`src/common/beam_pkg.sv`:
```
package beam_pkg;

    // Array geometry
    localparam int NUM_ELEMENTS   = 64;
    localparam int CENTER_ELEMENT = 31;     // Top of the low half

    // Fixed point delays
    localparam int FRAC_BITS  = 4;
    localparam int DELAY_BITS = 18;         // 14 integer + 4 fraction
    localparam int SPAN_BITS  = DELAY_BITS - FRAC_BITS;

    localparam int RADIUS_BITS = 8;
    localparam int ANGLE_BITS  = 8;
    localparam int IDX_BITS    = 6;

    // Focal radius as given on the input
    typedef logic [RADIUS_BITS-1:0] radius_t;

    // Steering step per element in delay fraction units
    typedef logic signed [ANGLE_BITS-1:0] angle_t;

    typedef logic [DELAY_BITS-1:0] delay_t;

    // Element number, or step count away from the center
    typedef logic [IDX_BITS-1:0] elem_idx_t;

    // Whole samples of the countdown
    typedef logic [SPAN_BITS-1:0] span_t;

endpackage

```
`src/source/tx_countdown.sv`:
```
module tx_countdown (
    input  logic                            clk,
    input  logic                            rst,
    input  logic                            tx_start,
    input  beam_pkg::delay_t                delay_array [beam_pkg::NUM_ELEMENTS],
    input  beam_pkg::delay_t                delay_min,
    input  beam_pkg::delay_t                delay_max,
    output logic [beam_pkg::NUM_ELEMENTS-1:0] tx_array,
    output logic                            tx_done
);

    beam_pkg::span_t offset_next [beam_pkg::NUM_ELEMENTS];
    beam_pkg::span_t offset      [beam_pkg::NUM_ELEMENTS];
    beam_pkg::span_t span;
    beam_pkg::span_t count;
    logic            running;

    // Latest delay gets offset zero
    always_comb begin
        for (int i = 0; i < beam_pkg::NUM_ELEMENTS; i++)
            offset_next[i] = beam_pkg::span_t'((delay_max - delay_array[i]) >> beam_pkg::FRAC_BITS);
    end

    always_ff @(posedge clk) begin
        if (tx_start) begin
            offset <= offset_next;
            span   <= beam_pkg::span_t'((delay_max - delay_min) >> beam_pkg::FRAC_BITS);
        end
    end

    always_ff @(posedge clk) begin
        if (rst) begin
            running <= 1'b0;
            count   <= '0;
        end else if (tx_start) begin
            running <= 1'b1;
            count   <= '0;
        end else if (running) begin
            if (count == span)
                running <= 1'b0;
            else
                count <= count + 1'b1;
        end
    end

    always_comb begin
        for (int i = 0; i < beam_pkg::NUM_ELEMENTS; i++)
            tx_array[i] = running && (count == offset[i]);
    end

    assign tx_done = running && (count == span);   // Same cycle as the earliest element

    a_no_restart: assert property (
        @(posedge clk) disable iff (rst)
        tx_start |-> !running
    );

endmodule

```
`config.mk`:
```
export PLATFORM = sky130hd
export DESIGN_NAME = tx_countdown
export DESIGN_NICKNAME = d
export VERILOG_FILES = /design/src/common/beam_pkg.sv /design/src/source/tx_countdown.sv
export SDC_FILE = /design/constraint.sdc
export NUM_CORES = 2
export LEC_CHECK = 0
export BUFFER_PORTS_ARGS = -buffer_cell sky130_fd_sc_hd__buf_4
export CAP_MARGIN = 15
export CORE_AREA = 2 2 486 488
export CTS_CLUSTER_SIZE = 20
export DETAILED_ROUTE_END_ITERATION = 10
export DIE_AREA = 0 0 488 490
export PLACE_DENSITY = 0.52
export SLEW_MARGIN = 30
export SYNTH_ARGS = -nofsm -noshare
export SYNTH_HDL_FRONTEND = slang
export SYNTH_SLANG_ARGS = --single-unit
```
`constraint.sdc`:
```
create_clock -name clk -period 6.7 [get_ports clk]
set_input_delay 1.005 -clock clk [delete_from_list [all_inputs] [get_ports clk]]
set_output_delay 1.005 -clock clk [all_outputs]
set_load 0.05 [all_outputs]
```
Word level (Yosys, flattened, before mapping). Cells that the tools add are included.

Register bits after elaboration: 925. Word-level logic and storage cells: 269. Output and inout port bits: 65. Bits of input ports: 1191.

Reductions and logical operators: 67. Eq/ne operators: 65. Bitwise logic cells: 1. Muxes and demuxes: 3. Add/sub/neg operators: 66.

Operators by type and width (number): $sub 18x18->18 (65); $eq 14x14->1 (65); $logic_and 1x1->1 (65); $add 14x1->14 const B (1); $mux 1 (3); $reduce_and 2->1 (1); $reduce_or 2->1 (1); $not 1->1 (1).

Depth between registers and ports, before layout.
Word-level depth: 4. Gate-level depth with buffers: 10. Gate-level depth less buffers: 9.

Worst setup path after synthesis. Ideal clock, no wire load.

Path type: register to output. Start: register count[3]. End: output port tx_array[0] (netlist name). Required time: 5695 ps. Path buffers: 3. Arrival time: 3125 ps. Stages on the path, launching flop included: 7. Slack: 2570 ps. Cells stage by stage: dfxtp_1 -> clkbuf_1 -> buf_1 -> clkbuf_1 -> xnor2_1 -> nand4_1 -> nor4_1.

Cells in the longest elaborated chain, start to end: 2.

Ends and longest elaborated chain: from (decl) (line tx_countdown.sv:15) `beam_pkg::span_t count;`; from (signal assigned) (line tx_countdown.sv:42) `count <= count + 1'b1;`; $eq 14x14->1 (line tx_countdown.sv:48) `tx_array[i] = running && (count == offset[i]);`; $logic_and 1x1->1 (line tx_countdown.sv:48); to (decl) (line tx_countdown.sv:8) `output logic [beam_pkg::NUM_ELEMENTS-1:0] tx_array,`.

Every way passes these cells.

Final worst setup path.
Start: register count[2]. End: output port tx_array[19] (netlist name).

Same word-level chain as after synthesis.

==> results.yml <==
status:
  outcome: "complete, no violations"
synthesis:
  synth-compound-area-share: 0.132
  synth-main-ff-cell: "edfxtp_1"
  synth_fa_ha_area_frac: 0.159
  synthMuxAreaShare: 0.000244
  synthSimpleGateAreaFrac: 0.122
  synthCells: 8668
  synth_seq_cells: 925
  yosysSeqAreaShare: 0.337
  postSynthAreaPerCell_um2: 9.46
  synth_top_family_by_area: "XOR/XNOR gates"
  synth_xor_area_frac: 0.190
  ys_types: 61
  synth_warnings: 0
  syn-num-nets: 10900
  netlist_area_um2: 82000
  synth_edf_count: 910
  synthArstFlopShare: 0
setup_path:
  worstSetupStartpointType: "flop"
  path_buf_inv: 2
  r2r_slack_ps: 3700
  criticalPathCategory: "flop to output pin"
  end_kind: "output pin"
  cp_slowest_cell: "dfxtp_4"
  worstPathRequired_ps: 5690
  cp_max_fo: 33
  r2r_cells: 8
  critPathMaxStageDelay_ps: 990
  cp_top_family: "flip-flops"
  arrival_ps: 3840
  r2r_start: "count[2]$_SDFFE_PP0P_"
  crit_chain: "buf_4, xnor2_1, nand4_1, nor4_1, buf_4"
  r2r_end: "count[9]$_SDFFE_PP0P_"
  crit_top_cell: "buf_4"
clock_tree:
  cts_tree: "done"
  cts_setup_buffers: 0
  cts.sinks: 925
  clock_path_buffers: 3
  clk_latency_ps: 780
  cts-buffers-inserted: 117
  cts.htree.levels: 3
  cts_root_buf: "clkbuf_16"
  hold_buffers: 0
  cts_resized: 0
  clkSlewWorstSetupHoldPaths_ps: 60
pwr:
  pwr-share-comb: 0.307
  p_switching_mw: 6.63
  ir_drop_mv: 0.216
  p_clk_frac: 0.307
  cellLeakagePower_nw: 43.5
  p_sw_frac: 0.316
  p_int_mw: 14.4
  seqPwrFrac: 0.386
  p_total_mw: 21.0
  power_density_nw_per_um2: 210
die:
  die_x_um: 488
  fp.coreArea_um2: 234000
  start_util: 0.350
  rows: 178
  chipHeight_um: 490
  top_level_ports: 1256
  die_area_um2: 239000
placed_design:
  gp_congestion: 0.912
  dp.final_hpwl_um: 256000
  pre_cts_slack_ps: 2190
  port_buffers: 1255
global_route:
  antenna_found_initial: 32
  grt.overflow.total: 0
  grt_pass1_vias: 69284
  grt_pass1_wl_um: 480000
  grt_usage: 0.277
  grt_max_degree: 141
routing:
  first_iter_violations: 5674
  wl_met2_um: 159000
  wire_per_inst_um: 25.9
  top_layer_used: "met5"
  finalWirelength_um: 344000
  vias_per_cell: 5.31
  ant_nets: 0
  drc_errors: 0
  dr.pass1.iters: 6
  wl_met3_um: 21200
  wl_met1_um: 147000
  num_vias: 70442
final_layout:
  layout_common_cells: "1,545 x xnor2_1, 1,323 x buf_4, 1,150 x inv_1"
  nets: 12238
  seq_area_um2: 27700
  area_growth_pct: 21.9
  layout-drive-gt1-share: 0.165
  multiInputGateArea_um2: 49600
  nFillCells: 22930
  final_common_cell: "xnor2_1"
timing:
  slew_viol_final: 0
  tightest_slew_ps: 1110
  setup_slack_ps: 1850
  finalClockSkew_ps: 37.4
  rsz0062_at_grt: "false"
  max_slew_margin: 0.251
  finalCriticalPeriod_ps: 4850
  finalSetupViolCount: 0
  hold_viol_final: 0
  fmax_ghz: 0.206
  finalCritPeriodShare: 0.723
  finalSetupTns_ps: 0
run:
  drv_cap: 0
min_path:
  whs_path_depth: 2
  hold_path.class: "primary input to flop"
  hp-start: "rst"
  holdPathEnd: "running$_SDFF_PP0_"
[worst max path at each step]
stage                            from               endpoint  slack [ps]  cells past startpoint
2_1_floorplan   count[3]$_SDFFE_PP0P_            tx_array[0]        2570                      6
3_3_place_gp             delay_max[4]  offset[447]$_DFFE_PP_        2220                      9
3_5_place_dp             delay_max[2]  offset[629]$_DFFE_PP_        2190                     10
4_1_cts        count[10]$_SDFFE_PP0P_            tx_array[4]        1640                      5
5_1_grt        count[10]$_SDFFE_PP0P_           tx_array[15]        1690                      5
6_report        count[2]$_SDFFE_PP0P_           tx_array[19]        1850                      5
[Yosys cell counts, types with 56 or more instances]
cell type,number,area share
a21oi_1,593,0.036
o31ai_1,120,0.011
or2_2,98,0.0075
edfxtp_1,910,0.33
nand4_1,203,0.015
xor2_1,233,0.025
nor3_1,127,0.0078
a31oi_1,81,0.0062
clkbuf_1,58,0.0027
nor4_1,67,0.0051
and3_1,121,0.0092
a21o_1,156,0.014
ha_1,1041,0.16
nor2b_1,178,0.014
a211o_1,57,0.0061
xnor2_1,1545,0.17
nand3_1,220,0.013
o21a_1,89,0.0081
o21ai_0,145,0.0088
o21ai_1,77,0.0047
a311oi_1,58,0.0062
buf_1,56,0.0026
nand2_1,323,0.015
inv_1,1150,0.053
nor2_1,478,0.022
[stage by stage]
step	hold WS (ps)	instance area, um^2	utilization	std cells
floorplan	571	82000	-	8668
global placement	915	96000	0.410	13032
detailed placement	678	96100	0.411	13037
CTS	337	99900	0.427	13256
global route	380	99900	0.427	13265
finish	424	100000	0.427	13273
[area by class of cell]
class                   instances  share of cell area
clock inverters                79             0.00786
diodes                         17            0.000426
flip-flops and latches        925               0.277
inverters                    1150              0.0432
repair buffers               1357               0.106
well taps                    3150              0.0394
clock buffers                 140              0.0302
multi-input cells            6455               0.496
[routing by layer]
metal,vias to the layer above,global-route usage
met4,14,0.126
li1,33240,-
met2,2707,0.458
met3,541,0.0333
met1,33940,0.361
met5,-,0
[power by group through the flow]
stage          clock network (mW)  logic [mW]  registers (mW)
2_1_floorplan                   0        4.21            8.10
3_3_place_gp                    0        6.28            8.22
3_5_place_dp                    0        6.36            8.23
4_1_cts                      6.56        6.40            8.11
5_1_grt                      6.77        7.03            8.20
6_report                     6.43        6.44            8.11
[worst reg2reg max path, stage by stage, from the launching register on]
cell and delay (ps):
dfxtp_4 990, buf_12 350, xor2_1 160, nor4_1 320
nand4_1 210, and2_1 390, and4_1 280, xnor2_1 140
nor2_1 50
[logic make-up after synthesis]
logic type / count (synthesis)
and+or+nand+nor: 1984
xor gates and xnor gates: 1778
AOI/OAI and AO/OA: 1650
buffers and inverters: 1288
adders and majority gates: 1041
DFF: 925
muxes: 2
[registers in the layout (all words and copies together), names as in the netlist]
| name | cells |
|---|---|
| offset | 896 |
| count | 14 |
| span | 14 |
| running | 1 |
Power figures use the tool's default switching activity.
