<file path="config.mk">
export PLATFORM = sky130hd
export DESIGN_NAME = delay_collector
export DESIGN_NICKNAME = d
export VERILOG_FILES = /design/src/common/beam_pkg.sv /design/src/delay_calc/delay_collector.sv
export SDC_FILE = /design/constraint.sdc
export NUM_CORES = 2
export LEC_CHECK = 0
export BUFFER_PORTS_ARGS = -buffer_cell sky130_fd_sc_hd__buf_2
export CORE_AREA = 2 2 489 491
export DETAILED_ROUTE_END_ITERATION = 6
export DIE_AREA = 0 0 491 493
export PLACE_DENSITY = 0.38
export SYNTH_ARGS = -nofsm -noshare
export SYNTH_HDL_FRONTEND = slang
export SYNTH_SLANG_ARGS = --single-unit
</file>
<file path="constraint.sdc">
create_clock -name clk -period 6.4 [get_ports clk]
set_input_delay 0 -clock clk [delete_from_list [all_inputs] [get_ports clk]]
set_output_delay 0 -clock clk [all_outputs]
set_load 0.01 [all_outputs]
</file>
<file path="src/common/beam_pkg.sv">
package beam_pkg;

    // Array geometry
    localparam int NUM_ELEMENTS   = 64;
    localparam int CENTER_ELEMENT = 31;     // Top of the low half

    // Fixed point delays
    localparam int FRAC_BITS  = 4;
    localparam int DELAY_BITS = 18;         // 14 integer + 4 fraction
    localparam int SPAN_BITS  = DELAY_BITS - FRAC_BITS;

    localparam int RADIUS_BITS = 8;
    localparam int ANGLE_BITS  = 8;
    localparam int IDX_BITS    = 6;

    // Focal radius as given on the input
    typedef logic [RADIUS_BITS-1:0] radius_t;

    // Steering step per element in delay fraction units
    typedef logic signed [ANGLE_BITS-1:0] angle_t;

    typedef logic [DELAY_BITS-1:0] delay_t;

    // Element number, or step count away from the center
    typedef logic [IDX_BITS-1:0] elem_idx_t;

    // Whole samples of the countdown
    typedef logic [SPAN_BITS-1:0] span_t;

endpackage

</file>
<file path="src/delay_calc/delay_collector.sv">
module delay_collector (
    input  logic                clk,
    input  logic                rst,
    input  logic                calc_start,
    input  beam_pkg::delay_t    base_delay,
    input  logic                up_valid,
    input  beam_pkg::elem_idx_t up_index,
    input  beam_pkg::delay_t    up_delay,
    input  logic                down_valid,
    input  beam_pkg::elem_idx_t down_index,
    input  beam_pkg::delay_t    down_delay,
    output beam_pkg::delay_t    delay_array [beam_pkg::NUM_ELEMENTS],
    output beam_pkg::delay_t    delay_min,
    output beam_pkg::delay_t    delay_max
);

    beam_pkg::elem_idx_t up_slot;
    beam_pkg::elem_idx_t down_slot;
    beam_pkg::delay_t    min_next;
    beam_pkg::delay_t    max_next;

    // Step k lands k elements either side of the center
    assign up_slot   = beam_pkg::elem_idx_t'(beam_pkg::CENTER_ELEMENT) + up_index;
    assign down_slot = beam_pkg::elem_idx_t'(beam_pkg::CENTER_ELEMENT) - down_index;

    always_comb begin
        min_next = delay_min;
        max_next = delay_max;

        if (up_valid) begin
            if (up_delay < min_next)
                min_next = up_delay;
            if (up_delay > max_next)
                max_next = up_delay;
        end

        if (down_valid) begin
            if (down_delay < min_next)
                min_next = down_delay;
            if (down_delay > max_next)
                max_next = down_delay;
        end
    end

    always_ff @(posedge clk) begin
        if (rst) begin
            delay_min <= '0;
            delay_max <= '0;
        end else if (calc_start) begin
            delay_min <= base_delay;    // Center element seeds both bounds
            delay_max <= base_delay;
        end else begin
            delay_min <= min_next;
            delay_max <= max_next;
        end
    end

    always_ff @(posedge clk) begin
        if (calc_start)
            delay_array[beam_pkg::CENTER_ELEMENT] <= base_delay;
        if (up_valid)
            delay_array[up_slot] <= up_delay;
        if (down_valid)
            delay_array[down_slot] <= down_delay;
    end

    // Down side is one element shorter, so it never runs alone
    a_down_within_up: assert property (
        @(posedge clk) disable iff (rst)
        down_valid |-> up_valid
    );

endmodule

</file>
[Yosys cells after proc, flatten, opt, wreduce, memory -nomap -nowiden]
Index checks and enable logic that the tools add are counted.
Cells by class
  magnitude comparators: 8
  div/mod/pow operators: 0
  add/sub/neg operators: 2
  eq/ne operators: 0
  reductions and logical operators: 2
  bitwise gates (word level): 2
  multiply operators: 0
  muxes and demuxes: 19
  shift operators: 0
Operators with widths (number)
  bitwise mux 1152 bit: 2
  two-way mux 1152 bit: 2
  two-way mux 18 bit: 13
  demux 18 bit (select 6 bit): 2
  > comparator 18 bit: 2
  less-than comparator 18 bit: 2
  >= comparator 7 bit (second input constant): 2
  less-than comparator 7 x 1 -> 1 bit (second input constant): 2
  inverter 6 -> 7 bit: 2
  adder 5 x 6 -> 6 bit (first input constant): 1
  subtractor 5 x 6 -> 6 bit (first input constant): 1
  logical AND 1 bit: 2
Word-level totals
  bits in registers: 1188
  RAM bits: 0
  bits in latches: 0
  bits in read-only memories: 0
  output and inout bits: 1188
  logic and storage cells: 99
  memories: 0
  input port bits: 71

[Longest topological paths before layout]
  depth in word-level cells: 10
  depth in mapped cells: 24
  mapped depth without buffers: 20

[Least setup slack after synthesis]
OpenSTA, ideal clock, no wires.
  path type: flip-flop to flip-flop
  from: reg delay_max[3]
  to: reg delay_max[15]
  path buffers: 2
  setup slack: 2.114 ns
  arrival time: 4.157 ns
  library setup time: 0.129 ns
  cell stages (with the launch flop): 23
  required time: 6.271 ns
  clock period less this slack: 4.286 ns
  path through: dfxtp_1 > inv_1 > ha_1 > a21o_1 > a21o_1 > a221o_1 > a221oi_2 > o211ai_2 > a21oi_2 > nor2_4 > buf_12 > mux2i_2 > ha_1 > a21o_1 > a21o_1 > a221oi_1 > o21ai_1 > a21oi_1 > o21ai_1 > nor3b_2 > clkbuf_1 > a21oi_1 > o31ai_1
On the way
  cells in the longest elaborated chain, start to end: 7
Ends and longest elaborated chain
  from (decl): RTL line delay_collector.sv:14  | output beam_pkg::delay_t delay_max
  from (signal assigned): RTL line delay_collector.sv:51  | delay_max <= base_delay;
  from (signal assigned): RTL line delay_collector.sv:54  | delay_max <= max_next;
  > comparator 18 bit: RTL line delay_collector.sv:33  | if (up_delay > max_next)
  two-way mux 18 bit: RTL line delay_collector.sv:33
  two-way mux 18 bit (*): RTL line delay_collector.sv:30  | if (up_valid) begin
  > comparator 18 bit: RTL line delay_collector.sv:40  | if (down_delay > max_next)
  two-way mux 18 bit: RTL line delay_collector.sv:40
  two-way mux 18 bit (*): RTL line delay_collector.sv:37  | if (down_valid) begin
  two-way mux 18 bit (*): RTL line delay_collector.sv:49  | end else if (calc_start) begin
Every way passes the cells marked *; elsewhere a longest branch is shown, timed or not.
A chain may end at the register's enable or synchronous reset.

[Worst setup path in the final report]
  from: reg delay_min[13]
  to: reg delay_min[0]
On the way
  cells in the longest elaborated chain, start to end: 7
Ends and longest elaborated chain
  from (decl): RTL line delay_collector.sv:13  | output beam_pkg::delay_t delay_min,
  from (signal assigned): RTL line delay_collector.sv:50  | delay_min <= base_delay;
  from (signal assigned): RTL line delay_collector.sv:53  | delay_min <= min_next;
  less-than comparator 18 bit: RTL line delay_collector.sv:31  | if (up_delay < min_next)
  two-way mux 18 bit: RTL line delay_collector.sv:31
  two-way mux 18 bit (*): RTL line delay_collector.sv:30
  less-than comparator 18 bit: RTL line delay_collector.sv:38  | if (down_delay < min_next)
  two-way mux 18 bit: RTL line delay_collector.sv:38
  two-way mux 18 bit (*): RTL line delay_collector.sv:37
  two-way mux 18 bit (*): RTL line delay_collector.sv:49
Marks and branches as above.

==> flow_summary.toml <==
[outcome]
outcome = "complete, no violations"

[final_layout]
post_layout_nonfiller_instances = 10200
nNetsFinal = 7070
layout-area-overhead-vs-synth_pct = 28.9
layout-drive-gt1-share = 0.248

[sta]
final_period_minus_worst_setup_slack_ns = 5.24
smallest_setup_slack_after_layout_ns = 1.16
worst_hold_slack_ns = 0.119
hold_violations = 0
setup_total_negative_slack_ns = 0
max-slew-margin-rel = 0.218
final-setup-viol-count = 0
slew_violations = 0
worstMarginPinSlew_ns = 1.17
period_share = 0.819
rsz_0062_raised_after_global_routing = "false"
fmax_ghz = 0.191
fin_worst_skew_ns = 0.0314

[cts]
clk_pin_slew_worst_paths_ns = 0.06
h-tree-depth = 4
cts_max_path_buffers = 3
post_cts_resized = 0
tritoncts_clock_tree = "built"
cts_root_buffer = "clkbuf_16"
cts_buf_count = 152
insertion_delay_ns = 0.81
clock_sink_count = 1188

[power_and_ir_drop]
leakage_nw = 30.3
powerDensity_nw_per_um2 = 395
worst_vdd_drop_uv = 202

[hold_path]
worst_hold_path.num_cells = 4
worstHoldPathType = "in2reg"

[floorplan]
fp.dieArea_um2 = 242000
fp-row-count = 179
initial_utilization = 0.220
chipWidth_um = 491
die-height_um = 493
coreArea_um2 = 237000
ios = 1259

[place]
buffer_ports.inserted = 1258
post-place-ws_ns = 0.993
dp_cell_count = 9855
globalplace.congestion = 0.839
dp.final_hpwl_mm = 209

[logic_synthesis]
ys_dominant_reg_cell = "dfxtp_1"
synth-warning-count = 0
synth.avg_cell_area_um2 = 8.88
synth_async_sr_flop_share = 0
syn_area_um2 = 52100
seq_area_frac_synth = 0.456
synth-edff-count = 0
ys_seq_elements = 1188
synth_cells = 5873
synth_nets = 6015
synth.distinct_cells = 64

[worst_setup_path]
worstPathArrival_ns = 5.89
cp-end-kind = "flip-flop"
cp_data_required_time_ns = 7.04
critical_path_peak_fanout = 35
timing.critical_path.from_type = "flip-flop"
path_class = "reg2reg"
reg2regPathDepth = 16

[global_routing]
vias_in_the_first_global_route = 44400
grt_max_degree = 56
grt.overflow.total = 0
grt_use_total = 0.240
wire_length_of_the_first_global_routing_pass_mm = 405
grt_antenna_before_repair = 26

[routing]
finalWirelength_mm = 304
drt_iter0_drc = 3387
vias = 47000
avgRoutedWirePerCell_um = 29.7
drc_errors = 0
drtAntennaViolNets = 0
vias_per_cell = 4.60
drtPass1Iterations = 5

[job]
max_cap_violations = 0
layer usage:
layer	vias to the layer above	wire length (µm)	GRT usage
li1	22200	-	-
met1	22600	129000	0.298
met2	1790	139000	0.391
met3	394	23500	0.0715
met4	6	12300	0.0895
met5	-	28	0
synthesized netlist by cell type, types with 10 or more instances:
master | n | area [µm²]
a211o_1 | 20 | 175
a21o_1 | 13 | 97.6
a21oi_1 | 355 | 1780
buf_1 | 34 | 128
buf_2 | 50 | 250
buf_4 | 33 | 248
clkbuf_1 | 451 | 1690
dfxtp_1 | 1188 | 23800
ha_1 | 71 | 888
inv_1 | 42 | 158
mux2i_1 | 1146 | 11500
mux2i_2 | 10 | 138
nand2_1 | 902 | 3390
nand2_2 | 32 | 200
nand2b_1 | 24 | 150
nand3_1 | 34 | 170
nand4_1 | 12 | 75.1
nor2_1 | 409 | 1540
nor2_4 | 30 | 338
nor2b_1 | 12 | 75.1
nor3_1 | 27 | 135
nor3b_1 | 19 | 143
o21ai_0 | 495 | 2480
o21ai_1 | 378 | 1890
o31ai_1 | 18 | 135
area by class of cell:
cell class                 count  area [µm²]
inverter                      43         161
clock inverter                35         603
sequential                  1188       23800
antenna                       14        35.0
timing repair buffer        1471        8200
tap                         3167        3960
fill                       25400      170000
multi-input combinational   4072       26100
clock buffer                 221        4370
through the flow:
stage,area (µm²),utilization,total power [mW]
floorplan,52100,-,13.8
global placement,61300,0.259,17.8
detailed placement,61300,0.259,17.8
CTS,67200,0.284,26.8
global route,67200,0.284,27.8
finish,67200,0.284,26.6
critical path, stage by stage (launching register included):
cell and delay (ns):
dfxtp_1 0.36, inv_1 0.06, ha_1 0.29, a21oi_1 0.17
o21ai_0 0.13, a221oi_1 0.50, nand2_2 0.50, mux2i_1 0.35
ha_1 0.29, a21o_1 0.18, a21oi_1 0.17, o211ai_1 0.13
a221oi_1 0.46, o211ai_1 0.24, a31oi_4 0.85, mux2i_1 0.29
o22ai_1 0.10
power breakdown:
group          total, mW  switching (mW)  internal (mW)
clock               8.80            3.71           5.09
combinational       7.23            4.53           2.70
sequential          10.5            1.09           9.44
final timing paths:
| check | start | endpoint | slack (ns) |
|---|---|---|---|
| max | delay_min[13] | delay_min[0] | 1.16 |
| min | down_delay[8] | delay_array[98] | 0.12 |
| max reg2reg | delay_min[13] | delay_min[0] | 1.16 |
| min reg2reg | delay_array[882] | delay_array[882] | 0.52 |
flip-flops by register name, indices dropped and copies added (netlist names):
name and cells:
delay_max 18, delay_array 1152, delay_min 18
cells in the final DEF (no fill, tap or decap), types with 39 or more instances in the layout:
master | synthesis | routed
o21ai_0 | 495 | 495
nor2_4 | 30 | 51
clkbuf_16 | 0 | 153
mux2i_1 | 1146 | 1146
clkbuf_1 | 451 | 39
dfxtp_1 | 1188 | 1188
buf_2 | 50 | 1222
a21oi_1 | 355 | 355
inv_1 | 42 | 42
nor2_1 | 409 | 362
dlygate4sd3_1 | 0 | 86
nand2_1 | 902 | 900
o21ai_1 | 378 | 378
ha_1 | 71 | 71
buf_4 | 33 | 163
repair_timing:
item	in CTS	in global routing
endpoints found under the setup margin	0	0
buffers inserted	0	0
endpoints found under the hold margin	760	0
hold buffers	86	0
cell families (layout without fill, tap and decap cells):
kind of cell | count (synthesis) | after routing | synth area share
and+or+nand+nor | 1530 | 1530 | 0.124
other | 0 | 14 | 0
muxes | 1156 | 1156 | 0.223
AOI/OAI and AO/OA | 1313 | 1313 | 0.132
DFF | 1188 | 1188 | 0.456
adders and majority gates | 71 | 71 | 0.0170
buffers and inverters | 613 | 1770 | 0.0482
xor gates and xnor gates | 2 | 2 | 0.000336
No activity file was read; power rests on OpenSTA's default activity.
