**config.mk**
```make
export PLATFORM = sky130hd
export DESIGN_NAME = scan_control
export DESIGN_NICKNAME = d
export VERILOG_FILES = /design/src/common/beam_pkg.sv /design/src/common/scan_pkg.sv /design/src/source/scan_control.sv
export SDC_FILE = /design/constraint.sdc
export NUM_CORES = 1
export LEC_CHECK = 0
export BUFFER_PORTS_ARGS = -buffer_cell sky130_fd_sc_hd__buf_4
export CAP_MARGIN = 20
export CELL_PAD_IN_SITES_DETAIL_PLACEMENT = 1
export CELL_PAD_IN_SITES_GLOBAL_PLACEMENT = 1
export CORE_ASPECT_RATIO = 1.4
export CORE_MARGIN = 2
export CORE_UTILIZATION = 40
export CTS_CLUSTER_SIZE = 28
export DETAILED_ROUTE_END_ITERATION = 6
export PLACE_DENSITY = 0.8
export SYNTH_ARGS = -nofsm -noshare
export SYNTH_HDL_FRONTEND = slang
export SYNTH_SLANG_ARGS = --single-unit
```
**constraint.sdc**
```tcl
create_clock -name clk -period 3.6 [get_ports clk]
set_input_delay 0.36 -clock clk [delete_from_list [all_inputs] [get_ports clk]]
set_output_delay 0.36 -clock clk [all_outputs]
set_load 0.05 [all_outputs]
```
**src/common/beam_pkg.sv**
```systemverilog
package beam_pkg;

    // Array geometry
    localparam int NUM_ELEMENTS   = 64;
    localparam int CENTER_ELEMENT = 31;     // Top of the low half

    // Fixed point delays
    localparam int FRAC_BITS  = 4;
    localparam int DELAY_BITS = 18;         // 14 integer + 4 fraction
    localparam int SPAN_BITS  = DELAY_BITS - FRAC_BITS;

    localparam int RADIUS_BITS = 8;
    localparam int ANGLE_BITS  = 8;
    localparam int IDX_BITS    = 6;

    // Focal radius as given on the input
    typedef logic [RADIUS_BITS-1:0] radius_t;

    // Steering step per element in delay fraction units
    typedef logic signed [ANGLE_BITS-1:0] angle_t;

    typedef logic [DELAY_BITS-1:0] delay_t;

    // Element number, or step count away from the center
    typedef logic [IDX_BITS-1:0] elem_idx_t;

    // Whole samples of the countdown
    typedef logic [SPAN_BITS-1:0] span_t;

endpackage

```
**src/common/scan_pkg.sv**
```systemverilog
package scan_pkg;

    localparam int POINT_BITS = 13;

    // One whole sample in delay units
    localparam int POINT_STEP = 1 << beam_pkg::FRAC_BITS;

    typedef enum logic [2:0] {
        IDLE,
        LOAD,
        CALC,
        TRANSMIT,
        LOAD_NEXT
    } scan_state_t;

    typedef logic [POINT_BITS-1:0] point_cnt_t;

endpackage

```
**src/source/scan_control.sv**
```systemverilog
module scan_control (
    input  logic                 clk,
    input  logic                 rst,
    input  logic                 initiate,
    input  beam_pkg::radius_t    r_0,
    input  beam_pkg::angle_t     angle,
    input  scan_pkg::point_cnt_t num_points,
    input  logic                 up_last,
    input  logic                 tx_done,
    output logic                 calc_start,
    output beam_pkg::delay_t     base_delay,
    output beam_pkg::angle_t     step,
    output logic                 tx_start,
    output logic                 done
);

    scan_pkg::scan_state_t state;

    beam_pkg::radius_t    r_0_q;
    scan_pkg::point_cnt_t num_points_q;
    scan_pkg::point_cnt_t point_cnt;
    logic                 up_last_q;
    logic                 last_point;

    // N0 scaled by 4 so the 1/64 term keeps its bits until the end
    logic [beam_pkg::DELAY_BITS+1:0] n0_x4;
    logic [beam_pkg::DELAY_BITS+1:0] r_0_wide;

    assign r_0_wide = {{(beam_pkg::DELAY_BITS + 2 - beam_pkg::RADIUS_BITS){1'b0}}, r_0_q};

    // 16 + 1/4 - 1/64 samples per radius unit
    assign n0_x4 = (r_0_wide << (beam_pkg::FRAC_BITS + 6))
                 + (r_0_wide << beam_pkg::FRAC_BITS)
                 - r_0_wide;

    assign last_point = (point_cnt == num_points_q);

    assign done = (state == scan_pkg::TRANSMIT) && tx_done && last_point;

    always_ff @(posedge clk) begin
        if (rst) begin
            state      <= scan_pkg::IDLE;
            calc_start <= 1'b0;
            tx_start   <= 1'b0;
            up_last_q  <= 1'b0;
            point_cnt  <= '0;
        end else begin
            calc_start <= 1'b0;
            tx_start   <= 1'b0;
            up_last_q  <= up_last;

            case (state)
                scan_pkg::IDLE: begin
                    if (initiate) begin
                        state     <= scan_pkg::LOAD;
                        point_cnt <= scan_pkg::point_cnt_t'(1);
                    end
                end
                scan_pkg::LOAD: begin
                    state      <= scan_pkg::CALC;
                    calc_start <= 1'b1;
                end
                scan_pkg::CALC: begin
                    // Last up delay lands in the collector one cycle before this
                    if (up_last_q) begin
                        state    <= scan_pkg::TRANSMIT;
                        tx_start <= 1'b1;
                    end
                end
                scan_pkg::TRANSMIT: begin
                    if (tx_done) begin
                        if (last_point)
                            state <= scan_pkg::IDLE;
                        else
                            state <= scan_pkg::LOAD_NEXT;
                    end
                end
                scan_pkg::LOAD_NEXT: begin
                    state      <= scan_pkg::CALC;
                    calc_start <= 1'b1;
                    point_cnt  <= point_cnt + 1'b1;
                end
                default: state <= scan_pkg::IDLE;
            endcase
        end
    end

    // Scan parameters and the center delay
    always_ff @(posedge clk) begin
        if (state == scan_pkg::IDLE && initiate) begin
            r_0_q        <= r_0;
            step         <= angle;
            num_points_q <= num_points;
        end

        if (state == scan_pkg::LOAD)
            base_delay <= n0_x4[beam_pkg::DELAY_BITS+1:2];
        else if (state == scan_pkg::LOAD_NEXT)
            base_delay <= base_delay + beam_pkg::delay_t'(scan_pkg::POINT_STEP);
    end

    a_points_nonzero: assert property (
        @(posedge clk) disable iff (rst)
        (state == scan_pkg::IDLE && initiate) |-> (num_points != '0)
    );

endmodule

```
# Word level (Yosys, flattened, before mapping)
# Index checks and enable logic that the tools add are counted.
# word_totals
ff_bits,66
in_bits,34
output_inout_bits,29
word_cells,43
# classes
n_addsub,4
eq_ne,8
muxes,11
n_bitwise,1
n_reduce_logical,10
# op_table
op,count
2-to-1 mux 18 bit,2
case mux 13 bit (2 select lines),1
subtractor 19 x 8 -> 20 bit,1
adder 18 x 12 -> 19 bit,1
adder 18 x 5 -> 18 bit (second input constant),1
adder 13 x 1 -> 13 bit (second input constant),1
equality test 13 bit,1
2-to-1 mux 13 bit,1
2-to-1 mux 3 bit,4
case mux 3 bit (4 select lines),1
equality test 3 x 2 -> 1 bit (second input constant),2
inequality test 2 bit (second input constant),3
nonzero test 2 bit,2
OR reduction 2 bit,2
equality test 3 x 1 -> 1 bit (second input constant),1
equality test 3 bit (second input constant),1
logical AND 1 bit,3
zero test 3 bit,1
AND reduction 3 bit,1
2-to-1 mux 1 bit,2
AND reduction 2 bit,1
NOT 1 bit,1

# Longest topological paths before layout
# depth
word_depth,4
ltp_mapped,10
ltp_nobuf,9

# Worst setup path before layout
# No wires, ideal clock.
# synth_timing
path_type,reg2reg
startpoint,register r_0_q[7]
endpoint,register base_delay[15] (data pin)
setup_time_ps,152
t_arrival_ps,2387
required_ps,3448
slack_ps,1062
stages_incl_launch_ff,10
path_buffers,0
period_less_slack_ps,2538
path_cell_list,edfxtp_1 inv_1 ha_1 inv_1 ha_1 a21oi_2 o21ai_0 o41a_1 or4_1 a31oi_1
# synth_via
elab_chain_len,3
# synth_rtl
item,line_no,text
"start, declared",scan_control.sv:19,beam_pkg::radius_t r_0_q;
"start signal, assigned",scan_control.sv:91,r_0_q <= r_0;
adder 18 x 12 -> 19 bit,scan_control.sv:33,+ (r_0_wide << beam_pkg::FRAC_BITS)
subtractor 19 x 8 -> 20 bit *,scan_control.sv:34,- r_0_wide;
2-to-1 mux 18 bit *,scan_control.sv:96,if (state == scan_pkg::LOAD)
"end signal, assigned",scan_control.sv:97,base_delay <= n0_x4[beam_pkg::DELAY_BITS+1:2];
"end signal, assigned",scan_control.sv:99,base_delay <= base_delay + beam_pkg::delay_t'(scan_pkg::POINT_STEP);
"end, declared",scan_control.sv:11,"output beam_pkg::delay_t base_delay,"
# Every way passes the cells marked *; elsewhere a longest branch is shown, timed or not.
# A chain may end at the register's enable or synchronous reset.

# Final worst setup path
# Same ends and word-level chain as after synthesis.

==> summary.md <==
| Metric | Value |
|---|---|
| Cell taking the most area after synthesis | `edfxtp_1` |
| Initial DRC Count | `81` |
| Setup crit start kind | `flop` |
| Clock-pin slew on the worst setup and hold paths | `50 ps` |
| Routed vias | `3129` |
| Max VDD drop | `0.0003223 V` |
| Power consumption | `2.408 mW` |
| Lkg Pwr | `1.886 nW` |
| GP Congestion | `0.8535` |
| Critical path fanouts, max | `8` |
| Area growth, synth to finish | `21.29%` |
| Top FF cell, synth | `edfxtp_1` |
| Synthesized-area fraction occupied by adder cells | `under 10%` |
| Vias in the first global route | `3432` |
| Post CTS Setup Buffer Count | `0` |
| Unrepaired setup endpoints after global routing | `no` |
| Via density | `5.658` |
| Core Box Area | `0.009407 mm^2` |
| Clock sink total | `66` |
| First-pass GRT wire length | `15970 um` |
| Slew headroom | `57.58%` |
| Sw Share | `approximately a third` |
| CTS root buffer | `clkbuf_16` |
| Worst slew pin tran | `634.8 ps` |
| Total Routing Usage GR | `between 15 and 20%` |
| Initial Util | `roughly 40%` |
| Synth top area share | `around 37%` |
| Synth Area in Simple Gates | `19.16%` |
| Die area | `between 0.01 and 0.015 mm^2` |
| Crit path arrival time | `~3000 ps` |
| First-pass DRT Iterations | `5` |
| CTS Hold Bufs | `0` |
| Largest net degree at the start of global routing | `32` |
| Critical path class | `flop to flop` |
| Pint | `1.652 mW` |
| Power share of the clock group | `between 30% and 40%` |
| Clk_lat worst skew | `330 ps` |
| Share of layout cells above drive strength 1 | `a little over 20%` |
| DP Wirelength | `about 7300 um` |
| Num CTS Buffers | `9` |
| Max-Cap Viols | `0` |
| Combinational power share | `25.0%` |
| Filler cells | `1056` |
| Post-Route WL | `9511 um` |
| Worst-case clock buffer depth | `2` |
| Detailed-route DRC error count | `0` |
| Hold WC Path Type | `primary input to flop` |
| Io pins | `63` |
| Required @ worst endpoint | `between 3000 and 4000 ps` |
| Max Clk Rate | `around 350 MHz` |
| PwrDens | `513.4 mW/mm^2` |
| Status | `finished clean` |
| Fin. Hold Viols | `0` |
| Syn. warnings | `0` |
| Synth top cells by count | `edfxtp_1, nor2_1, ha_1` |
| IO buf count | `62` |
| Clk_skew | `6.188 ps` |
| Gate Count Post-Synth | `380` |
| Sequential power share | `39.2%` |
| Initial antenna violation count | `0` |
| H-Tree Level Count | `3` |
| DP Area | `0.004389 mm^2` |
| Ant. Diodes | `0` |
| Max-slew violation count | `0` |
| Synthesized area | `0.003866 mm^2` |
| Netlist cell types | `64` |
| Die height | `around 120 um` |
| CTS tree | `yes` |
| CP max stage delay | `~470 ps` |
| Setup Total Neg Slack | `0 ps` |
| Fraction of registers with async set/reset | `0%` |
| Per-cell routed wire length | `17.20 um` |
| Post-Route Utilization | `49.85%` |
| Nets | `496` |
| Most frequent cell after synthesis | `edfxtp_1` |
| ANT nets after route | `0` |
| Multiplexer area fraction after synthesis | `1.748%` |
| Crit-path slowest cell | `or4_1` |
| Seq/Total Area, Yosys | `46.34%` |
| Setup violators final | `0` |
| Complex-gate fraction of the synthesized area | `13.75%` |
| Mapped Avg Cell Area | `10.17 um^2` |
| Final worst-path cycle share | `about four fifths` |
| Row cnt | `42` |
| Synth top area cells | `edfxtp_1, dfxtp_1, ha_1` |
| Number of gates resized after CTS | `0` |
| Main combinational cell family by area after synthesis | `simple AND/OR/NAND/NOR gates` |
| GRT overflow | `0` |
| Tmin final | `2849 ps` |
| Number of synthesized flops with an enable pin | `47` |
| #FFs+latches synth | `66` |
| P_sw | `between 0.7 and 0.8 mW` |
| Synth Area in XOR/XNOR | `7.023%` |
| Mapped Nets | `438` |
| Final instance area | `0.004690 mm^2` |
| Cell Chain, Critical Path | `inv_1, ha_1, inv_1, ha_1, a21oi_2, o21ai_0, o41a_1, or4_1, a31oi_1` |
| CP endpoint kind | `flop` |
| Die Wd | `about 87 um` |
-- cell type report --
class / instances / area [um^2] / share of cell area [%]
Inverter: 20 / 75.07 / 1.601
Tap cell: 110 / 137.6 / 2.935
Multi-Input combinational cell: 278 / 1912 / 40.77
Timing Repair Buffer: 63 / 473.0 / 10.09
Clock inverter: 4 / 22.52 / 0.4803
Sequential cell: 66 / 1792 / 38.21
Clock buffer: 12 / 277.8 / 5.923
-- power by group through the flow --
| stage | clock [mW] | sequential, mW | combinational (mW) |
|---|---|---|---|
| finish | 0.863 | 0.943 | 0.602 |
| global placement | 0 | 0.954 | 0.580 |
| global route | 0.908 | 0.951 | 0.658 |
| floorplan | 0 | 1.05 | 0.336 |
| detailed placement | 0 | 0.960 | 0.601 |
| CTS | 0.879 | 0.944 | 0.606 |
-- critical path, delay by kind of cell, from the launching register on --
kind,cells,cell delay (ps)
AOI/OAI and AO/OA,4,1000
adders and majority gates,2,560
buffers and inverters,2,290
DFF,1,380
and+or+nand+nor,1,470
-- per-layer routing --
layer  GRT usage [%]  up-vias  wire, um  share of wire [%]
li1                -     1528         -                  -
met1           20.24     1514      3650                 38
met2           36.45       69      5237                 55
met3           3.549       18       306                3.2
met4           10.10        0       317                3.3
met5               0        -         0                  0
-- stage by stage --
stage / instances / hold slack [ps] / setup WS (ps)
global placement: 537 / 435.2 / 884.7
CTS: 553 / 191.7 / 740.4
global route: 553 / 194.5 / 594.9
detailed placement: 537 / 446.1 / 764.4
finish: 553 / 201.3 / 751.4
floorplan: 380 / 418.8 / 1062
-- cell families (layout without fill, tap and decap cells) --
group	after synthesis	in the layout
flip-flops	66	66
buffers and inverters	36	99
AO/OA/AOI/OAI	80	80
multiplexers	6	6
AND/OR/NAND/NOR	137	137
adder cells (fa/ha/maj)	24	24
XOR/XNOR	31	31
-- state kept, by name (all words and copies together), names as in the netlist --
| signal | count |
|---|---|
| base_delay | 18 |
| num_points_q | 13 |
| point_cnt | 13 |
| r_0_q | 8 |
| step | 8 |
| state | 3 |
| calc_start | 1 |
| tx_start | 1 |
| up_last_q | 1 |
-- final timing paths --
| path | from | endpoint | slack, ps | depth (start not counted) |
|---|---|---|---|---|
| max | r_0_q[7] | base_delay[15] | 750 | 9 |
| min | num_points[12] | num_points_q[12] | 200 | 1 |
| max reg2reg | r_0_q[7] | base_delay[15] | 750 | 9 |
| min reg2reg | up_last_q | tx_start | 450 | 2 |
-- cell usage in the layout, fill, tap and decap left out, types with 11 or more instances in the layout --
master and count:
inv_1 17, nand2_1 21, ha_1 24, xnor2_1 17, edfxtp_1 47, dfxtp_1 19
nor2_1 38, a21oi_1 19, o21ai_1 11, nand3_1 15, buf_4 63, xor2_1 14
No activity file was read; power rests on OpenSTA's default activity.
