File: src/common/beam_pkg.sv
package beam_pkg;

    // Array geometry
    localparam int NUM_ELEMENTS   = 64;
    localparam int CENTER_ELEMENT = 31;     // Top of the low half

    // Fixed point delays
    localparam int FRAC_BITS  = 4;
    localparam int DELAY_BITS = 18;         // 14 integer + 4 fraction
    localparam int SPAN_BITS  = DELAY_BITS - FRAC_BITS;

    localparam int RADIUS_BITS = 8;
    localparam int ANGLE_BITS  = 8;
    localparam int IDX_BITS    = 6;

    // Focal radius as given on the input
    typedef logic [RADIUS_BITS-1:0] radius_t;

    // Steering step per element in delay fraction units
    typedef logic signed [ANGLE_BITS-1:0] angle_t;

    typedef logic [DELAY_BITS-1:0] delay_t;

    // Element number, or step count away from the center
    typedef logic [IDX_BITS-1:0] elem_idx_t;

    // Whole samples of the countdown
    typedef logic [SPAN_BITS-1:0] span_t;

endpackage

File: src/delay_calc/delay_stepper.sv
module delay_stepper #(
    parameter bit SUBTRACT = 1'b0,
    parameter int STEPS    = 32
) (
    input  logic                clk,
    input  logic                rst,
    input  logic                calc_start,
    input  beam_pkg::delay_t    base_delay,
    input  beam_pkg::angle_t    step,
    output logic                valid,
    output logic                last,
    output beam_pkg::elem_idx_t index,
    output beam_pkg::delay_t    delay
);

    // Two guard bits to catch wrap in either direction
    logic signed [beam_pkg::DELAY_BITS+1:0] step_ext;
    logic signed [beam_pkg::DELAY_BITS+1:0] operand;
    logic signed [beam_pkg::DELAY_BITS+1:0] next_sum;
    logic                                   advance;

    assign step_ext = step;     // Sign-extended
    assign operand  = calc_start ? {2'b00, base_delay} : {2'b00, delay};
    assign next_sum = SUBTRACT ? operand - step_ext : operand + step_ext;

    assign advance = calc_start || (valid && !last);

    always_ff @(posedge clk) begin
        if (rst) begin
            valid <= 1'b0;
            last  <= 1'b0;
            index <= '0;
        end else if (calc_start) begin
            valid <= 1'b1;
            last  <= (STEPS == 1);
            index <= beam_pkg::elem_idx_t'(1);
        end else if (valid && !last) begin
            index <= index + 1'b1;
            last  <= ((index + 1) == STEPS);
        end else begin
            valid <= 1'b0;
            last  <= 1'b0;
        end
    end

    // Accumulator
    always_ff @(posedge clk) begin
        if (advance)
            delay <= next_sum[beam_pkg::DELAY_BITS-1:0];
    end

    a_no_wrap: assert property (
        @(posedge clk) disable iff (rst)
        advance |-> (next_sum[beam_pkg::DELAY_BITS+1:beam_pkg::DELAY_BITS] == 2'b00)
    );

endmodule

File: config.mk
export PLATFORM = sky130hd
export DESIGN_NAME = delay_stepper
export DESIGN_NICKNAME = d
export VERILOG_FILES = /design/src/common/beam_pkg.sv /design/src/delay_calc/delay_stepper.sv
export SDC_FILE = /design/constraint.sdc
export NUM_CORES = 1
export LEC_CHECK = 0
export BUFFER_PORTS_ARGS = -buffer_cell sky130_fd_sc_hd__buf_2
export CORE_MARGIN = 1
export CORE_UTILIZATION = 48
export DETAILED_ROUTE_END_ITERATION = 8
export PLACE_DENSITY = 0.77
export SLEW_MARGIN = 10
export SYNTH_ARGS = -nofsm -noshare
export SYNTH_HDL_FRONTEND = slang
export SYNTH_SLANG_ARGS = --single-unit
export TNS_END_PERCENT = 5
File: constraint.sdc
create_clock -name clk -period 2.39 [get_ports clk]
set_clock_uncertainty 0.05 [all_clocks]
set_input_delay 0.1195 -clock clk [delete_from_list [all_inputs] [get_ports clk]]
set_output_delay 0.1195 -clock clk [all_outputs]
set_load 0.01 [all_outputs]
; ---- Yosys cells after proc, flatten, opt, wreduce, memory -nomap -nowiden
; Index checks and enable logic that the tools add are counted.
[op_classes]
muxes = 5
bitwise_logic = 1
eq_ne = 2
addsub = 3
n_reduce_logical = 6
[op_table]
columns = cell, count
row1 = adder 18 x 8 -> 18 bit, 1
row2 = two-way mux 18 bit, 1
row3 = "adder 6 x 1 -> 7 bit, second input constant", 1
row4 = "equality test 7 x 6 -> 1 bit, second input constant", 1
row5 = "adder 6 x 1 -> 6 bit, second input constant", 1
row6 = two-way mux 1 bit, 4
row7 = OR reduction 3 bit, 1
row8 = "!= test 2 bit, second input constant", 1
row9 = nonzero test 2 bit, 1
row10 = OR reduction 2 bit, 1
row11 = logical AND 1 bit, 1
row12 = zero test 1 bit, 1
row13 = logical OR 1 bit, 1
row14 = inverter 1 bit, 1
[totals]
reg_bits = 26
word_cells = 22
output_inout_bits = 26

; ---- Depth between registers and ports, before layout
; Gate-level depths: netlist of run 1.
[logic_depth]
ltp_word = 4
mapped_depth = 10

; ---- Least setup slack after synthesis of run 1
; OpenSTA, ideal clock, no wires.
[synth_path]
path_kind = input port to flip-flop
start = input port calc_start
end = register delay[14] (data pin)
slack_ps = -28
setup_ps = 260
cell_stages = 10
arrival_ps = 2109
path_buffers = 3
path_cell_list = buf_2 > buf_2 > mux2_2 > ha_1 > buf_4 > a21oi_1 > o211ai_1 > a21boi_0 > o31ai_2 > xnor2_1
[synth_via]
elab_chain_len = 2
[synth_lines]
columns = item, line_no
row1 = "start, declared", delay_stepper.sv:7  ; input logic calc_start,
row2 = two-way mux 18 bit, delay_stepper.sv:23  ; assign operand = calc_start ? {2'b00, base_delay} : {2'b00, delay};
row3 = adder 18 x 8 -> 18 bit, delay_stepper.sv:24  ; assign next_sum = SUBTRACT ? operand - step_ext : operand + step_ext;
row4 = "net next_sum, one bit", delay_stepper.sv:19  ; logic signed [beam_pkg::DELAY_BITS+1:0] next_sum;
row5 = "end signal, assigned", delay_stepper.sv:49  ; delay <= next_sum[beam_pkg::DELAY_BITS-1:0];
row6 = "end, declared", delay_stepper.sv:13  ; output beam_pkg::delay_t delay
; The timed path passes the listed nets, and every way through them passes these cells.
; A chain may end at the register's enable or synchronous reset.

; ---- Worst setup path after layout of run 1
[layout_path]
start = register delay[9]
end = register delay[16] (data pin)
[layout_via]
elab_chain_len = 2
[layout_lines]
columns = item, line_no
row1 = two-way mux 18 bit, delay_stepper.sv:23
row2 = adder 18 x 8 -> 18 bit, delay_stepper.sv:24
row3 = "net next_sum, one bit", delay_stepper.sv:19
; The timed path passes the listed nets, and every way through them passes these cells.

==> summary.md, run 1 <==
| Metric | Value |
|---|---|
| Outcome | `finished clean` |
| Final number of hold-violating endpoints | `0` |
| Seq cells post-synth | `26` |
| Warning count from the yosys run | `0` |
| Global route overflow | `0` |
| Placed insts | `approximately 340` |
| Number of different library cells in the post-synthesis netlist | `45` |
| Leak Pwr | `roughly 1.2 nW` |
| Total number of H-tree levels | `1` |
| Port Buffers | `54` |
| Core box area | `slightly above 4000 sq um` |
| Post-synthesis area per instance | `slightly below 10 sq um` |
| Height of the die | `between 60 and 70 um` |
| Clock edge transition at the registers on the reported setup and hold paths | `0.10 ns` |
| Number of antenna violations at the first check in global routing | `0` |
| Pin count of the biggest net entering global routing | `20` |
| Minimum clock period after layout | `roughly 2.3 ns` |
| Post-route DRC violation count | `0` |
| Total I/O pin count | `55` |
| Max clock buf depth | `2` |
| Initial DRT Pass Iterations | `4` |
| TritonCTS clock tree | `yes` |
| Number of sinks on the clock net | `26` |
| Area growth syn-to-layout | `32.7%` |
| Cell Pwr Density | `around 980 nW/um^2` |
| Setup-violating endpoint count in the final report | `0` |
| Total number of placement rows | `23` |
| Hold Crit Class | `in2reg` |
| Antenna diode instance count | `0` |
| Synthesized instance count | `between 200 and 250` |
| Gp weighted congestion | `just under 0.9` |
| Critical path startpoint category | `flop` |
| Worst Reg-to-Reg Cells | `7` |
| Worst EP arrival | `about 2.3 ns` |
| Core utilization of the finished layout | `0.668` |
| Placed wire-length estimate after detailed placement | `between 3 and 4 mm` |
| Clock buffers created by TritonCTS | `3` |
| Fraction of final layout cells sized beyond drive strength 1 | `0.423` |
| Slew Viols, Final | `0` |
| Worst vdd ir | `around 0.42 mV` |
| Wire length of the first global-routing pass | `7.23 mm` |
| Most common library cell in the layout ignoring fill and taps | `sky130_fd_sc_hd__buf_2` |
| Number of vias per cell | `approximately 5.5` |
| Nets in the synthesized netlist | `253` |
| Initial Utilization | `0.503` |
| Max-Slew Margin vs Limit | `0.693` |
| Cell depth of the worst min-delay path | `2` |
| Cell chosen for the clock root | `sky130_fd_sc_hd__clkbuf_8` |
| Post-synthesis instance area | `roughly 2000 sq um` |
| Gr usage total | `0.217` |
| Number of max-cap violations | `0` |
| Vias in the first global route | `1666` |
| Setup tns final | `0 ns` |
| Area of the die | `between 4000 and 5000 sq um` |
| Transition time of the tightest slew-check pin | `roughly 0.46 ns` |
| Final worst path period share | `0.955` |
| Maximum fanout encountered on the critical timing path | `5` |
| Number of standard cells in the layout, taps in and fillers out | `341` |
| CP Data Required Time | `around 2.4 ns` |
| RSZ-0062 raised after global routing | `yes` |
| X dimension of the die | `~67 um` |
| F_max | `between 400 and 500 MHz` |
| Number of nets in the finished design | `340` |
| Portion of the post-synthesis area used by sequential elements | `0.346` |
| Vias after detailed routing | `between 1500 and 2000` |
| Number of post-CTS setup repair buffers | `0` |
| Total Routed Length | `approximately 4.8 mm` |
| ANT nets after route | `0` |
| Critical path type | `reg2reg` |
| Critical path endpoint category | `flop` |
| Power, Total | `~2.6 mW` |
| Number of violations reported at the end of detailed-routing iteration 0 | `87` |
| Average wire per cell in the routed design | `around 14 um` |
| Worst skew pair latency | `~0.28 ns` |
| Commonest non-fill, non-tap cells in the layout | `54 x sky130_fd_sc_hd__buf_2, 33 x sky130_fd_sc_hd__buf_4, 18 x sky130_fd_sc_hd__ha_1, 18 x sky130_fd_sc_hd__edfxtp_1` |
[synthesized netlist by cell type]
| cell type | n | area (sq um) |
|---|---|---|
| sky130_fd_sc_hd__xnor2_1 | 7 | 61.3 |
| sky130_fd_sc_hd__nand4_1 | 3 | 18.8 |
| sky130_fd_sc_hd__nor2_1 | 16 | 60.1 |
| sky130_fd_sc_hd__a211oi_1 | 3 | 22.5 |
| sky130_fd_sc_hd__o221ai_1 | 1 | 8.76 |
| sky130_fd_sc_hd__o2111a_1 | 1 | 11.3 |
| sky130_fd_sc_hd__nand3_1 | 5 | 25.0 |
| sky130_fd_sc_hd__nand2_1 | 11 | 41.3 |
| sky130_fd_sc_hd__a311oi_2 | 1 | 15.0 |
| sky130_fd_sc_hd__or3_1 | 1 | 6.26 |
| sky130_fd_sc_hd__o21ai_2 | 1 | 8.76 |
| sky130_fd_sc_hd__nor4b_1 | 1 | 8.76 |
| sky130_fd_sc_hd__ha_1 | 18 | 225 |
| sky130_fd_sc_hd__xor2_1 | 11 | 96.3 |
| sky130_fd_sc_hd__fa_1 | 1 | 20.0 |
| sky130_fd_sc_hd__buf_2 | 3 | 15.0 |
| sky130_fd_sc_hd__buf_4 | 2 | 15.0 |
| sky130_fd_sc_hd__or2_2 | 2 | 12.5 |
| sky130_fd_sc_hd__mux2_2 | 16 | 180 |
| sky130_fd_sc_hd__nand2b_1 | 2 | 12.5 |
| sky130_fd_sc_hd__dfxtp_1 | 8 | 160 |
| sky130_fd_sc_hd__a21o_1 | 4 | 30.0 |
| sky130_fd_sc_hd__o21ai_0 | 10 | 50.1 |
| sky130_fd_sc_hd__o31ai_2 | 2 | 25.0 |
| sky130_fd_sc_hd__clkbuf_1 | 1 | 3.75 |
| sky130_fd_sc_hd__o21ai_1 | 2 | 10.0 |
| sky130_fd_sc_hd__nor2b_1 | 3 | 18.8 |
| sky130_fd_sc_hd__o22a_1 | 1 | 8.76 |
| sky130_fd_sc_hd__inv_1 | 9 | 33.8 |
| sky130_fd_sc_hd__a21oi_1 | 17 | 85.1 |
| sky130_fd_sc_hd__o211ai_1 | 2 | 15.0 |
| sky130_fd_sc_hd__o2111ai_1 | 1 | 8.76 |
| sky130_fd_sc_hd__mux2i_1 | 4 | 40.0 |
| sky130_fd_sc_hd__a2111oi_0 | 1 | 8.76 |
| sky130_fd_sc_hd__a32oi_1 | 1 | 8.76 |
| sky130_fd_sc_hd__nand2_2 | 1 | 6.26 |
| sky130_fd_sc_hd__or3_4 | 1 | 11.3 |
| sky130_fd_sc_hd__a31oi_1 | 3 | 18.8 |
| sky130_fd_sc_hd__edfxtp_1 | 18 | 541 |
| sky130_fd_sc_hd__o211a_1 | 1 | 10.0 |
| sky130_fd_sc_hd__nor3_1 | 5 | 25.0 |
| sky130_fd_sc_hd__a211oi_2 | 1 | 12.5 |
| sky130_fd_sc_hd__a21o_2 | 1 | 8.76 |
| sky130_fd_sc_hd__a21boi_0 | 1 | 7.51 |
| sky130_fd_sc_hd__o2111ai_2 | 1 | 15.0 |
[flip-flops by register name, summed over array words and instances, names as in the netlist]
name	cells
last	1
index	6
valid	1
delay	18
[final cells by class]
type / instances / area [sq um]
Clock buffer: 4 / 66.3
Timing Repair Buffer: 88 / 528
Inverter: 9 / 33.8
Tap cell: 50 / 62.6
Fill cell: 326 / 1340
Multi-Input combinational cell: 164 / 1300
Sequential cell: 26 / 701
[where the power goes]
group	total, mW	switching [mW]	internal, mW
combinational	1.51	0.779	0.729
clock	0.342	0.159	0.183
sequential	0.776	0.0795	0.697
total	2.63	1.02	1.61
[critical path: stages (launching register included)]
cell                       delay [ns]
sky130_fd_sc_hd__edfxtp_1        0.39
sky130_fd_sc_hd__mux2_2          0.27
sky130_fd_sc_hd__ha_1            0.35
sky130_fd_sc_hd__a21oi_1         0.35
sky130_fd_sc_hd__o21ai_0         0.15
sky130_fd_sc_hd__a21oi_1         0.23
sky130_fd_sc_hd__o31ai_4         0.11
sky130_fd_sc_hd__xor2_1          0.15
[kinds of logic after synthesis]
group | synth area share
compound gates | 0.192
xor+xnor | 0.0778
fa+ha+maj | 0.121
buf+inv | 0.0333
flops | 0.346
mux | 0.109
simple gates | 0.122
[what timing repair did]
action | CTS | global route
hold endpoints to repair | 2 | 0
resized for setup | 0 | 8
endpoints found under the setup margin | 0 | 6
hold buffers | 1 | 0
[routing by layer]
metal,part of all wire,vias up,track usage
met4,0.016,0,0.0931
li1,-,947,-
met1,0.47,893,0.270
met5,0,-,0
met3,0.032,6,0.0240
met2,0.48,43,0.374
[stage by stage]
stage / setup slack [ns] / hold slack, ns / cell area (sq um)
5_1_grt: -0.0257 / 0.0792 / 2690
3_5_place_dp: -0.137 / 0.261 / 2580
4_1_cts: 0.00123 / 0.0855 / 2650
3_3_place_gp: -0.128 / 0.261 / 2580
6_report: 0.108 / 0.0821 / 2690
2_1_floorplan: 0.0491 / 0.141 / 2030
[final timing paths]
| check | startpoint | endpoint | slack, ns |
|---|---|---|---|
| max | delay[9] | delay[16] | 0.11 |
| min reg2reg | index[5] | index[5] | 0.48 |
| max reg2reg | delay[9] | delay[16] | 0.11 |
| min | step[0] | delay[0] | 0.08 |
Power figures use the tool's default switching activity.
==> run 2: changes to the inputs <==
==> constraint.sdc (replaced) <==
create_clock -name clk -period 2.39 [get_ports clk]
set_clock_uncertainty 0.05 [all_clocks]
set_input_delay 0.3585 -clock clk [delete_from_list [all_inputs] [get_ports clk]]
set_output_delay 0.3585 -clock clk [all_outputs]
set_load 0.01 [all_outputs]
==> run 2 against run 1 <==
  * Fmax fell by 2.9%
  * Count of clock-buffer cells in the layout did not move
  * Worst setup slack got worse by 0.069 ns
  * Global-route usage rose by 2.9 points
  * Hold slack improved by 0.14 ns
  * Register-to-register slack got worse by 0.07 ns
  * Largest cell class unchanged
==> summary.md, run 2 (synthesis gave the netlist of run 1 again) <==
| Metric | Value |
|---|---|
| Cell Pwr Density | `980 nW/um^2 (+0.36%)` |
| Area growth syn-to-layout | `38.8%` |
| Number of standard cells in the layout, taps in and fillers out | `352 (+3.2%)` |
| Max-Slew Margin vs Limit | `0.682 (-0.0103)` |
| Transition time of the tightest slew-check pin | `0.477 ns (+0.0155 ns)` |
| Total number of placement rows | `23 (unchanged)` |
| Minimum clock period after layout | `2.35 ns (+0.0687 ns)` |
| Antenna diode instance count | `0 (unchanged)` |
| Initial DRT Pass Iterations | `4 (unchanged)` |
| Initial Utilization | `0.503 (unchanged)` |
| Final number of hold-violating endpoints | `0 (unchanged)` |
| Total number of H-tree levels | `1 (unchanged)` |
| Number of violations reported at the end of detailed-routing iteration 0 | `102 (+17%)` |
| Gr usage total | `0.245 (+0.0285)` |
| Number of max-cap violations | `0 (unchanged)` |
| TritonCTS clock tree | `yes` |
| Total I/O pin count | `55 (unchanged)` |
| ANT nets after route | `0 (unchanged)` |
| Commonest non-fill, non-tap cells in the layout | `53 x sky130_fd_sc_hd__buf_2, 46 x sky130_fd_sc_hd__buf_4, 18 x sky130_fd_sc_hd__edfxtp_1, 16 x sky130_fd_sc_hd__nor2_1, 15 x sky130_fd_sc_hd__mux2_2` |
| Crit path largest cell delay | `0.45 ns (+0.06 ns)` |
| Number of post-CTS setup repair buffers | `0 (unchanged)` |
| Hold Crit Class | `in2reg` |
| Number of sinks on the clock net | `26 (unchanged)` |
| Max clock buf depth | `2 (unchanged)` |
| Gp weighted congestion | `0.884 (-0.39%)` |
| Maximum fanout encountered on the critical timing path | `7 (+2)` |
| Fraction of final layout cells sized beyond drive strength 1 | `0.467 (+0.0442)` |
| Setup-violating endpoint count in the final report | `0 (unchanged)` |
| F_max | `425 MHz (-2.9%)` |
| Wire length of the first global-routing pass | `8.17 mm (+13%)` |
| Worst path setup slack after routing | `0.0389 ns (-0.0687 ns)` |
| Critical path type | `reg2reg` |
| Final worst path period share | `0.984 (+0.0288)` |
| RSZ-0062 raised after global routing | `yes` |
| Height of the die | `67.0 um (unchanged)` |
| Delay-heaviest family, CP | `simple AND/OR/NAND/NOR gates` |
| Pin count of the biggest net entering global routing | `20 (unchanged)` |
| Post-route DRC violation count | `0 (unchanged)` |
| Worst skew pair latency | `0.28 ns (about the same)` |
| Most flop-heavy register | `delay` |
| Cell-by-cell trace of the critical path | `mux2_2 > ha_1 > nand2_1 > or3_4 > o31ai_2 > xnor2_1` |
| Core box area | `4030 sq um (unchanged)` |
| Vias in the first global route | `1795 (+7.7%)` |
| Leak Pwr | `1.27 nW (+4.7%)` |
| Area of the die | `4490 sq um (unchanged)` |
| Number of antenna violations at the first check in global routing | `0 (unchanged)` |
| Crit path buf inv count | `0 (unchanged)` |
| Worst EP arrival | `2.35 ns (+0.08 ns)` |
| Number of nets in the finished design | `351 (+3.2%)` |
| Placed insts | `348 (+3.6%)` |
| Top flop regs | `delay: 18 flops, index: 6 flops` |
| Vias after detailed routing | `1923 (+1.8%)` |
| Outcome | `finished clean` |
| Worst setup timing slack at the placement stage | `-0.445 ns (-0.308 ns)` |
| Clock edge transition at the registers on the reported setup and hold paths | `0.11 ns (about the same)` |
| Average wire per cell in the routed design | `14.5 um (+3.5%)` |
| Cell chosen for the clock root | `sky130_fd_sc_hd__clkbuf_8` |
| Clock buffers created by TritonCTS | `3 (unchanged)` |
| Placed wire-length estimate after detailed placement | `3.94 mm (+9.2%)` |
| Hold bufs inserted after CTS | `0 (-1)` |
| Critical path startpoint category | `flop` |
| Number of vias per cell | `5.46 (-1.4%)` |
| Slew Viols, Final | `0 (unchanged)` |
| Total Routed Length | `5.09 mm (+6.8%)` |
| Most common library cell in the layout ignoring fill and taps | `sky130_fd_sc_hd__buf_2` |
| Flip-flop count of the largest register, all copies and words added | `18 (unchanged)` |
| Worst vdd ir | `0.433 mV (+3.3%)` |
| Critical path's slowest cell | `sky130_fd_sc_hd__ha_1` |
| WHS | `0.223 ns (+0.141 ns)` |
| CP Data Required Time | `2.38 ns (about the same)` |
| Port Buffers | `54 (unchanged)` |
| X dimension of the die | `67.0 um (unchanged)` |
| Global route overflow | `0 (unchanged)` |
| Critical path endpoint category | `flop` |
==> run 2: cell count changes in the layout (fill, tap and decap cells not counted), sizes merged <==
cell / previous run / this run
buf: 87 / 99
dlygate4sd3: 1 / 0
==> run 2: timing repair <==
| action | 4_1_cts | 5_1_grt |
|---|---|---|
| pin swaps | 1 | 1 |
| gates cloned | 0 | 0 |
| resized for setup | 2 | 2 |
| endpoints found under the setup margin | 9 | 8 |
==> run 2: path summary, 6_finish.rpt <==
check,slack [ns],cells past startpoint,startpoint,endpoint
worst min register to register,0.49,2,index[5],index[5]
worst max register to register,0.04,6,delay[12],delay[14]
worst max-delay path,0.04,6,delay[12],delay[14]
worst min-delay path,0.22,2,rst,index[0]
==> run 2: report_power, final <==
part | internal [mW] | total, mW | switching [mW]
logic | 0.836 | 1.65 | 0.815
registers | 0.696 | 0.768 | 0.0719
clock network | 0.182 | 0.339 | 0.157
==> run 2: layout make-up <==
type | instances | area (sq um)
Clock buffer | 4 | 66.3
Timing Repair Buffer | 99 | 611
Multi-Input combinational cell | 164 | 1340
Inverter | 9 | 33.8
Fill cell | 304 | 1210
Sequential cell | 26 | 701
Tap cell | 50 | 62.6
==> run 2: metrics by stage <==
step | utilization | TNS (ns) | power, mW | instance area [sq um]
3_3_place_gp | 0.679 | -2.63 | 2.34 | 2730
6_report | 0.698 | 0 | 2.76 | 2810
5_1_grt | 0.698 | -0.331 | 2.95 | 2810
3_5_place_dp | 0.679 | -3.49 | 2.39 | 2730
4_1_cts | 0.696 | 0 | 2.74 | 2800
2_1_floorplan | - | 0 | 1.74 | 2120
==> run 2: routing by layer <==
metal / vias to the layer above / global-route usage / wire length, um
met1: 887 / 0.320 / 2330
met2: 64 / 0.409 / 2420
met3: 12 / 0.0274 / 212
li1: 960 / - / -
met5: - / 0 / 0
met4: 0 / 0.0957 / 122
